$ cat config.mk
export PLATFORM = sky130hd
export DESIGN_NAME = cpu
export DESIGN_NICKNAME = d
export VERILOG_FILES = /design/src/hdl/cpuPkg.sv /design/src/hdl/busPkg.sv /design/src/hdl/cpu.sv /design/src/hdl/busIntf.sv /design/src/hdl/pi.sv /design/src/hdl/console.sv /design/src/hdl/sequencer.sv /design/src/hdl/alu.sv
export VERILOG_INCLUDE_DIRS = /design/src /design/src/hdl
export SDC_FILE = /design/constraint.sdc
export NUM_CORES = 1
export LEC_CHECK = 0
export BUFFER_PORTS_ARGS = -buffer_cell sky130_fd_sc_hd__buf_2
export CAP_MARGIN = 25
export CORE_UTILIZATION = 65
export CTS_CLUSTER_SIZE = 8
export DETAILED_ROUTE_END_ITERATION = 8
export GPL_ROUTABILITY_DRIVEN = 0
export PLACE_DENSITY_LB_ADDON = 0.12
export SYNTH_ARGS = -nofsm -noshare
export SYNTH_HDL_FRONTEND = slang
export SYNTH_SLANG_ARGS = --single-unit
$ cat constraint.sdc
create_clock -name clk -period 7.04 [get_ports clk]
set_input_delay 0.704 -clock clk [delete_from_list [all_inputs] [get_ports clk]]
set_output_delay 0.704 -clock clk [all_outputs]
set_load 0.02 [all_outputs]
$ cat src/hdl/cpu_consts.svh
/*
 * Processor constants
 * Word and address widths, interrupt vectors, bus timeout, start address
 */
`ifndef CPU_CONSTS_SVH
`define CPU_CONSTS_SVH

// Data word, PDP-10 style
`define WORD_BITS   36
// Physical address
`define ADDR_BITS   18

// First interrupt vector, level n lands at base plus n
`define INTR_BASE   18'o000040

// Cycles a request may wait for acknowledge
`define NXM_TIMEOUT 16
`define NXM_BITS    5

// PC after reset
`define START_ADDR  18'o000000
`endif
$ cat src/hdl/cpuPkg.sv
/*
 * Processor types
 * Data words, addresses, opcodes, sequencer states and interrupt levels
 */
`include "cpu_consts.svh"

package cpuPkg;

   typedef logic [`WORD_BITS-1:0] word;   // Data word
   typedef logic [`ADDR_BITS-1:0] addr;   // Memory address

   // Interrupt level, 1 highest, 7 lowest
   typedef logic [2:0] piLevel;           // 0 means none

   //////////////////////////////
   // Opcode in bits 35..32
   //////////////////////////////

   typedef enum logic [3:0] {
      opAdd     = 4'h1,    // AC + mem
      opSub     = 4'h2,    // AC - mem
      opAnd     = 4'h3,
      opOr      = 4'h4,
      opXor     = 4'h5,
      opLoad    = 4'h6,    // AC = mem
      opStore   = 4'h7,    // mem = AC
      opDismiss = 4'h8,    // End of interrupt service
      opHalt    = 4'h9     // Unlisted codes do nothing
   } opCode;

   // Instruction control states
   typedef enum logic [2:0] {
      stIdle,              // Halted
      stBoundary,          // Between instructions
      stIntr,              // Vector write
      stFetch,             // Interrupt or fetch decision
      stExec,              // Decode
      stOperand,           // ALU load from read data
      stStore,             // Accumulator write
      stWait               // Bus cycle in flight
   } seqState;

endpackage

$ cat src/hdl/busPkg.sv
/*
 * Bus types
 * Address and cycle flags sent with each bus request
 */

package busPkg;

   //////////////////////////////
   // Request address and flags
   //////////////////////////////

   // 20 bits, flags on top
   typedef struct packed {
      logic        read;      // Read cycle
      logic        write;     // Write cycle
      cpuPkg::addr address;   // Word address
   } busAddr;

   // Only one of read and write is ever set
   // All zero means no cycle

endpackage

$ cat src/hdl/cpu.sv
/*
 * Processor top level
 * Connects sequencer, ALU, bus interface, interrupts and console
 */
`timescale 1ns/1ps

module cpu (
   input  logic            clk,
   input  logic            reset,
   // Console
   input  logic            cslRun,       // Run strobe
   input  logic            cslHalt,      // Halt strobe
   input  logic            brkptHalt,    // Breakpoint
   output logic            cpuRun,
   output logic            cpuHalt,
   output logic            cslIntr,      // NXM to console
   // Unibus interrupts
   input  logic [7:1]      ubaIntr,
   // Memory bus
   output logic            cpuReq,
   output busPkg::busAddr  cpuAddr,
   output cpuPkg::word     cpuData,
   input  logic            cpuAck,
   input  cpuPkg::word     cpuDataIn
);

   logic            busStart;
   busPkg::busAddr  busReq;
   logic            busDone;
   cpuPkg::word     rdData;
   cpuPkg::word     acc;
   logic            aluLoad;
   cpuPkg::opCode   aluOp;
   logic            atBoundary, haltInstr;
   logic            piIntr, piTake, piDismiss;
   cpuPkg::piLevel  piReqLevel;

   //////////////////////////////
   // Datapath and control
   //////////////////////////////

   sequencer uSequencer (
      .clk (clk), .reset (reset), .cpuRun (cpuRun), .piIntr (piIntr),
      .piReqLevel (piReqLevel), .busDone (busDone), .rdData (rdData),
      .busStart (busStart), .busReq (busReq), .aluLoad (aluLoad), .aluOp (aluOp),
      .atBoundary (atBoundary), .haltInstr (haltInstr), .piTake (piTake),
      .piDismiss (piDismiss)
   );

   alu uAlu (
      .clk (clk), .reset (reset), .aluLoad (aluLoad), .aluOp (aluOp),
      .operand (rdData), .acc (acc)
   );

   // Memory bus, with NXM check
   busIntf uBusIntf (
      .clk (clk), .reset (reset), .busStart (busStart), .busReq (busReq),
      .acc (acc), .cslRun (cslRun), .cpuAck (cpuAck), .cpuDataIn (cpuDataIn),
      .cpuReq (cpuReq), .cpuAddr (cpuAddr), .cpuData (cpuData),
      .busDone (busDone), .rdData (rdData), .nxmFlag (cslIntr)
   );

   //////////////////////////////
   // Interrupts and console
   //////////////////////////////

   pi uPi (
      .clk (clk), .reset (reset), .ubaIntr (ubaIntr), .piTake (piTake),
      .piDismiss (piDismiss), .piIntr (piIntr), .piReqLevel (piReqLevel)
   );

   console uConsole (
      .clk (clk), .reset (reset), .cslRun (cslRun), .cslHalt (cslHalt),
      .brkptHalt (brkptHalt), .atBoundary (atBoundary), .haltInstr (haltInstr),
      .cpuRun (cpuRun), .cpuHalt (cpuHalt)
   );

endmodule

$ cat src/hdl/busIntf.sv
/*
 * Bus interface
 * Registers each request, holds cpuReq until acknowledge,
 * and ends the cycle on a non-existent memory timeout
 */
`timescale 1ns/1ps
`include "cpu_consts.svh"

module busIntf (
   input  logic            clk,
   input  logic            reset,
   input  logic            busStart,     // From sequencer
   input  busPkg::busAddr  busReq,
   input  cpuPkg::word     acc,          // Write data
   input  logic            cslRun,       // Clears NXM
   input  logic            cpuAck,
   input  cpuPkg::word     cpuDataIn,
   output logic            cpuReq,
   output busPkg::busAddr  cpuAddr,
   output cpuPkg::word     cpuData,
   output logic            busDone,      // Cycle over
   output cpuPkg::word     rdData,
   output logic            nxmFlag       // Sticky
);

   logic [`NXM_BITS-1:0] waitCount;      // Cycles with cpuReq high
   logic                 timeout;

   assign timeout = (waitCount == `NXM_BITS'(`NXM_TIMEOUT - 1));

   //////////////////////////////
   // Request and handshake
   //////////////////////////////

   always_ff @(posedge clk) begin
      if (reset) begin
         cpuReq    <= 1'b0;
         busDone   <= 1'b0;
         nxmFlag   <= 1'b0;
         waitCount <= '0;
      end else begin
         busDone <= 1'b0;
         if (cslRun) nxmFlag <= 1'b0;
         if (busStart) begin
            cpuReq    <= 1'b1;
            waitCount <= '0;
         end else if (cpuReq) begin
            if (cpuAck || timeout) begin
               cpuReq  <= 1'b0;
               busDone <= 1'b1;
               if (!cpuAck) nxmFlag <= 1'b1;   // Nobody answered
            end else begin
               waitCount <= waitCount + 1'b1;
            end
         end
      end
   end

   // Address, data and read data
   always_ff @(posedge clk) begin
      if (busStart) begin
         cpuAddr <= busReq;
         cpuData <= acc;
      end
      if (cpuReq && cpuAck) begin
         rdData <= cpuDataIn;
      end else if (cpuReq && timeout) begin
         rdData <= '0;                   // NXM reads as zero
      end
   end

endmodule

$ cat src/hdl/pi.sv
/*
 * Priority interrupt controller
 * Picks the highest pending Unibus level and tracks the one in service
 */
`timescale 1ns/1ps

module pi (
   input  logic            clk,
   input  logic            reset,
   input  logic [7:1]      ubaIntr,      // Bit n is level n
   input  logic            piTake,       // Vector written
   input  logic            piDismiss,    // Service done
   output logic            piIntr,
   output cpuPkg::piLevel  piReqLevel    // Highest pending
);

   cpuPkg::piLevel curLevel;             // In service, 0 for none

   //////////////////////////////
   // Request priority
   //////////////////////////////

   // Scan from lowest priority up, last hit wins
   always_comb begin
      piReqLevel = '0;
      for (int lvl = 7; lvl >= 1; lvl--) begin
         if (ubaIntr[lvl]) begin
            piReqLevel = cpuPkg::piLevel'(lvl);
         end
      end
   end

   // Smaller number outranks
   assign piIntr = (piReqLevel != '0) &&
                   ((curLevel == '0) || (piReqLevel < curLevel));

   //////////////////////////////
   // Level in service
   //////////////////////////////

   always_ff @(posedge clk) begin
      if (reset) begin
         curLevel <= '0;
      end else if (piTake) begin
         curLevel <= piReqLevel;
      end else if (piDismiss) begin
         curLevel <= '0;                 // No nesting, back to none
      end
   end

endmodule

$ cat src/hdl/console.sv
/*
 * Console run/halt control
 * Halt requests wait for an instruction boundary
 */
`timescale 1ns/1ps

module console (
   input  logic clk,
   input  logic reset,
   input  logic cslRun,       // Run strobe
   input  logic cslHalt,      // Halt strobe
   input  logic brkptHalt,    // Breakpoint hit
   input  logic atBoundary,   // From sequencer
   input  logic haltInstr,    // Halt instruction executed
   output logic cpuRun,
   output logic cpuHalt
);

   logic haltPend;            // Halt waiting for boundary

   //////////////////////////////
   // Run state
   //////////////////////////////

   always_ff @(posedge clk) begin
      if (reset) begin
         cpuRun   <= 1'b0;
         cpuHalt  <= 1'b1;    // Comes up halted
         haltPend <= 1'b0;
      end else begin
         if (cslHalt || brkptHalt || haltInstr) begin
            haltPend <= 1'b1;
         end
         // Stop between instructions only
         if (atBoundary && haltPend) begin
            cpuRun  <= 1'b0;
            cpuHalt <= 1'b1;
         end
         // Resume, drops any stale halt
         if (cslRun && cpuHalt) begin
            cpuRun   <= 1'b1;
            cpuHalt  <= 1'b0;
            haltPend <= 1'b0;
         end
      end
   end

endmodule

$ cat src/hdl/sequencer.sv
/*
 * Instruction sequencer
 * Holds PC and IR, fetches and executes one instruction at a time,
 * and starts a vector write on an interrupt
 */
`timescale 1ns/1ps
`include "cpu_consts.svh"

module sequencer (
   input  logic            clk,
   input  logic            reset,
   input  logic            cpuRun,       // Console run state
   input  logic            piIntr,       // Interrupt wanted
   input  cpuPkg::piLevel  piReqLevel,   // Level to take
   input  logic            busDone,      // Bus cycle finished
   input  cpuPkg::word     rdData,       // Read data
   output logic            busStart,     // Start bus cycle
   output busPkg::busAddr  busReq,
   output logic            aluLoad,
   output cpuPkg::opCode   aluOp,
   output logic            atBoundary,   // Instruction boundary
   output logic            haltInstr,
   output logic            piTake,       // Level enters service
   output logic            piDismiss     // Level leaves service
);

   cpuPkg::seqState state;
   cpuPkg::seqState retState;            // State after the bus cycle
   cpuPkg::addr     pc;
   cpuPkg::word     ir;                  // Instruction register
   cpuPkg::addr     opAddr;
   logic            opRead;              // Op needs a memory operand

   assign aluOp  = cpuPkg::opCode'(ir[`WORD_BITS-1 -: 4]);
   assign opAddr = ir[`ADDR_BITS-1:0];   // Address field
   assign opRead = aluOp inside {cpuPkg::opAdd, cpuPkg::opSub, cpuPkg::opAnd,
                                 cpuPkg::opOr, cpuPkg::opXor, cpuPkg::opLoad};

   // Single cycle strobes
   assign atBoundary = (state == cpuPkg::stBoundary);
   assign piTake     = (state == cpuPkg::stIntr);
   assign aluLoad    = (state == cpuPkg::stOperand);   // rdData still held
   assign haltInstr  = (state == cpuPkg::stExec) && (aluOp == cpuPkg::opHalt);
   assign piDismiss  = (state == cpuPkg::stExec) && (aluOp == cpuPkg::opDismiss);

   //////////////////////////////
   // Bus cycle launch
   //////////////////////////////

   always_comb begin
      busStart = 1'b0;
      busReq   = '0;
      case (state)
         cpuPkg::stFetch: begin
            if (cpuRun && !piIntr) begin
               busStart       = 1'b1;    // Instruction fetch
               busReq.read    = 1'b1;
               busReq.address = pc;
            end
         end
         cpuPkg::stIntr: begin
            busStart       = 1'b1;       // Vector write
            busReq.write   = 1'b1;
            busReq.address = `INTR_BASE + cpuPkg::addr'(piReqLevel);
         end
         cpuPkg::stExec: begin
            busStart       = opRead;     // Operand read
            busReq.read    = opRead;
            busReq.address = opRead ? opAddr : '0;
         end
         cpuPkg::stStore: begin
            busStart       = 1'b1;
            busReq.write   = 1'b1;
            busReq.address = opAddr;
         end
         default: begin
         end
      endcase
   end

   //////////////////////////////
   // Control FSM
   //////////////////////////////

   always_ff @(posedge clk) begin
      if (reset) begin
         state    <= cpuPkg::stIdle;
         retState <= cpuPkg::stBoundary;
         pc       <= `START_ADDR;
      end else begin
         case (state)
            cpuPkg::stIdle:     if (cpuRun) state <= cpuPkg::stBoundary;
            cpuPkg::stBoundary: state <= cpuPkg::stFetch;   // Console acts here
            cpuPkg::stFetch: begin
               if (!cpuRun) begin
                  state <= cpuPkg::stIdle;                  // Halt took effect
               end else if (piIntr) begin
                  state <= cpuPkg::stIntr;
               end else begin
                  state    <= cpuPkg::stWait;
                  retState <= cpuPkg::stExec;
               end
            end
            cpuPkg::stIntr: begin
               state    <= cpuPkg::stWait;
               retState <= cpuPkg::stBoundary;              // PC unchanged
            end
            cpuPkg::stExec: begin
               pc <= pc + 1'b1;                             // Wraps at 18 bits
               if (opRead) begin
                  state    <= cpuPkg::stWait;
                  retState <= cpuPkg::stOperand;
               end else if (aluOp == cpuPkg::opStore) begin
                  state <= cpuPkg::stStore;
               end else begin
                  state <= cpuPkg::stBoundary;              // Ends on its fetch
               end
            end
            cpuPkg::stOperand:  state <= cpuPkg::stBoundary;
            cpuPkg::stStore: begin
               state    <= cpuPkg::stWait;
               retState <= cpuPkg::stBoundary;
            end
            cpuPkg::stWait:     if (busDone) state <= retState;
         endcase
      end
   end

   // IR loads as the fetch completes
   always_ff @(posedge clk) begin
      if (state == cpuPkg::stWait && busDone && retState == cpuPkg::stExec) begin
         ir <= rdData;
      end
   end

endmodule

$ cat src/hdl/alu.sv
/*
 * Arithmetic logic unit
 * Holds the accumulator and applies the memory operand to it
 */
`timescale 1ns/1ps

module alu (
   input  logic           clk,
   input  logic           reset,
   input  logic           aluLoad,    // Update strobe
   input  cpuPkg::opCode  aluOp,      // Operation, straight from IR
   input  cpuPkg::word    operand,    // Memory operand
   output cpuPkg::word    acc         // Accumulator
);

   //////////////////////////////
   // Accumulator
   //////////////////////////////

   always_ff @(posedge clk) begin
      if (reset) begin
         acc <= '0;
      end else if (aluLoad) begin
         case (aluOp)
            // Arithmetic wraps at 36 bits
            cpuPkg::opAdd: begin
               acc <= acc + operand;
            end
            cpuPkg::opSub: begin
               acc <= acc - operand;
            end
            // Bitwise ops
            cpuPkg::opAnd: begin
               acc <= acc & operand;
            end
            cpuPkg::opOr: begin
               acc <= acc | operand;
            end
            cpuPkg::opXor: begin
               acc <= acc ^ operand;
            end
            cpuPkg::opLoad: begin
               acc <= operand;          // Straight copy
            end
            default: begin
               acc <= acc;              // Store, halt, no-op
            end
         endcase
      end
   end

endmodule

==> results.json <==
{
  "grt_pass1_vias": 8965,
  "cts_made_buffers": 17,
  "via_per_inst": 6.50,
  "worstPathRequired_ns": 7.39,
  "finalCriticalPeriod_ns": 4.74,
  "drive_gt1_share_pct": 13.1,
  "crit_buf_inv": 0,
  "hpwl_um": 20300,
  "use_met2_pct": 52.0,
  "synth_adder_area_share_pct": 12.3,
  "vias": 9756,
  "synth_cell_type_count": 69,
  "antenna_found_initial": 0,
  "clk_latency_ns": 0.45,
  "n_antenna_cell": 0,
  "max_freq_mhz": 211,
  "die-width_um": 136,
  "r2r-start": "uBusIntf.rdData[5]$_SDFFCE_PN0P_",
  "synth_edf_count": 114,
  "async_flop_share_pct": 0,
  "cellLeakagePower_uw": 0.00525,
  "met3_usage_pct": 5.09,
  "power_density_nw_per_um2": 195,
  "ir_drop_uv": 185,
  "ios": 109,
  "cpMostUsedCell": "a21oi_1",
  "postLayoutCellArea_um2": 12900,
  "synth_area_leaders": "edfxtp_1 (29%), dfxtp_1 (13%), ha_1 (12%)",
  "clock_sinks": 187,
  "hold_path.startpoint": "uBusIntf.nxmFlag$_SDFF_PP0_",
  "busiest_layer": "met2",
  "cts.clk_slew.worst_paths_ns": 0.07,
  "cp_top_family": "compound AO/OA/AOI/OAI gates",
  "finalWorstSetupSlack_ns": 2.30,
  "maxCapViolCount": 0,
  "synthMuxAreaShare_pct": 0.344,
  "slowest_delay_ns": 0.58,
  "finalHoldViolCount": 0,
  "power_uw": 2520,
  "rsz0062_at_grt": "no",
  "avgSynthCellArea_um2": 9.79,
  "synth_compound_area_share_pct": 19.3,
  "routed_wl_um": 30000,
  "synthCells": 1188,
  "ant_nets": 0,
  "crit_start": "uBusIntf.rdData[5]$_SDFFCE_PN0P_",
  "synth_simple_gate_area_share_pct": 14.8,
  "synth.most_common_cell": "edfxtp_1",
  "syn_to_final_growth_pct": 11.2,
  "holdCritPathClass": "flop to flop",
  "first_iter_violations": 1286,
  "drtPass1Iterations": 6,
  "synthFlopType": "edfxtp_1",
  "netlist_area_um2": 11600,
  "finalSetupTns_ns": 0,
  "cts_tree": "built",
  "cp.arrival_ns": 5.09,
  "slowest_stage": "or4_4",
  "tightest_slew_ns": 1.03,
  "status": "finished, final reports clean",
  "ys_ff_latch": 187,
  "final-setup-viol-count": 0,
  "max-slew-margin-rel_pct": 30.9,
  "synth.top_cell.area_share_pct": 29.4,
  "synthXorXnorAreaFrac_pct": 6.40,
  "synth_commonest_cells": "edfxtp_1 (114), ha_1 (113), inv_1 (90)",
  "crit_path_max_fanout": 7,
  "finalMaxSlewViolations": 0,
  "portBuffers": 108,
  "placed_area_um2": 12300,
  "dp.cells": 1470,
  "crit_type": "flop to flop",
  "syn-num-nets": 1351,
  "postCtsResizedCells": 0,
  "critical_path.endpoint_type": "flop",
  "grt_max_degree": 71,
  "worstHoldPathCells": 2,
  "core.rowCount": 48,
  "nets": 1427,
  "synth_top_family_by_area": "compound AO/OA/AOI/OAI gates",
  "final.period_utilization_pct": 67.4,
  "die_h_um": 136,
  "fin_cells": 1502,
  "grt-ovfl-total": 0,
  "cts_root_buf": "clkbuf_16",
  "core_area_um2": 17400,
  "grt_use_met1_pct": 47.5,
  "grtUsageTotal_pct": 33.5,
  "rr_worst_depth": 14,
  "yosysSeqAreaShare_pct": 42.0,
  "finClkSkew_ns": 0.0126,
  "htree_levels": 4,
  "grt_pass1_wl_um": 47100,
  "place_ws_ns": 2.40,
  "crit_chain": "or4_4 -> nor3_1 -> nand2_1 -> o31ai_1 -> xnor2_1 -> ha_1 -> a21oi_1 -> o211ai_1 -> a221oi_1 -> nor4b_1 -> a21oi_1 -> a311oi_1 -> xor2_1 -> o41ai_1",
  "ys_warn_count": 0,
  "start_kind": "flop",
  "start_util_pct": 67.0,
  "wl_per_cell_um": 20.0,
  "fillers": 1243,
  "ctsLongestPathBuffers": 2,
  "dieArea_um2": 18400,
  "cp.depth": 14,
  "holdBufCountCts": 0,
  "synth_largest_area_cell": "edfxtp_1",
  "postCtsSetupBuffers": 0,
  "drcViolationCount": 0
}
cells in the final DEF, fill, tap and decap left out, types with 5 or more instances in the layout:
master,count
edfxtp_1,114
ha_1,113
buf_2,108
inv_1,90
nor2_1,82
nand2_1,74
dfxtp_1,73
a21oi_1,69
xnor2_1,55
and3_1,47
o21ai_0,36
a211oi_1,33
a22oi_1,32
xor2_1,30
o2111ai_1,30
nand3_1,19
clkbuf_16,18
nor3_1,17
a22o_1,17
a21o_1,16
nand4_1,12
buf_4,11
a31oi_1,10
a221oi_1,10
nor4_1,9
o21a_1,9
nor2b_1,8
and2_1,8
or4_1,7
o41ai_1,7
o211ai_1,7
nand2b_1,6
a41oi_1,6
o22ai_1,5
final cells by class:
class | instances | area, um^2 | area share (%)
Multi-Input combinational cell | 849 | 6200 | 47.9
Sequential cell | 187 | 4880 | 37.8
Timing Repair Buffer | 119 | 623 | 4.82
Clock buffer | 21 | 482 | 3.72
Inverter | 90 | 338 | 2.61
Tap cell | 225 | 282 | 2.18
Clock inverter | 11 | 125 | 0.967
registers in the layout, summed over array words and instances (netlist names), 3 cells and up:
signal and count:
uAlu.acc 36, uBusIntf.cpuAddr 20, uBusIntf.cpuData 36, uBusIntf.rdData 36, uBusIntf.waitCount 5, uPi.curLevel 3
uSequencer.ir 22, uSequencer.pc 18, uSequencer.state 3
per-layer routing:
layer | part of all wire [%] | wire, um
met4 | 2.8 | 834
met1 | 44 | 13100
met5 | 0 | 0
met3 | 8.3 | 2480
met2 | 45 | 13600
path summary, 6_finish.rpt:
check | to | slack, ns
worst max register to register | uAlu.acc[29]$_SDFFE_PP0P_ | 2.30
worst min register to register | uBusIntf.nxmFlag$_SDFF_PP0_ | 0.46
worst max-delay path | uAlu.acc[29]$_SDFFE_PP0P_ | 2.30
worst min-delay path | uBusIntf.nxmFlag$_SDFF_PP0_ | 0.46
worst min-delay path: stages (launching register included):
cell     delay (ns)
dfxtp_1        0.31
inv_1          0.05
o32ai_1        0.06
stage by stage:
stage	util [%]	hold slack, ns
after CTS	74.5	0.466
final	74.5	0.463
after floorplan	-	0.451
after global placement	71.0	0.449
after detailed placement	71.0	0.455
after global routing	74.5	0.507
kinds of logic after synthesis:
kind of cell,after synthesis
AO/OA/AOI/OAI,320
XOR/XNOR,85
adder cells (fa/ha/maj),114
buffers and inverters,152
flip-flops,187
multiplexers,4
AND/OR/NAND/NOR,326
report_power, final:
group | internal [uW] | leakage [uW] | switching (uW) | total, uW
Combinational | 90.1 | 0.00329 | 182 | 272
Clock | 539 | 0.000296 | 453 | 993
Sequential | 1220 | 0.00166 | 33.4 | 1250
Power figures use the tool's default switching activity.
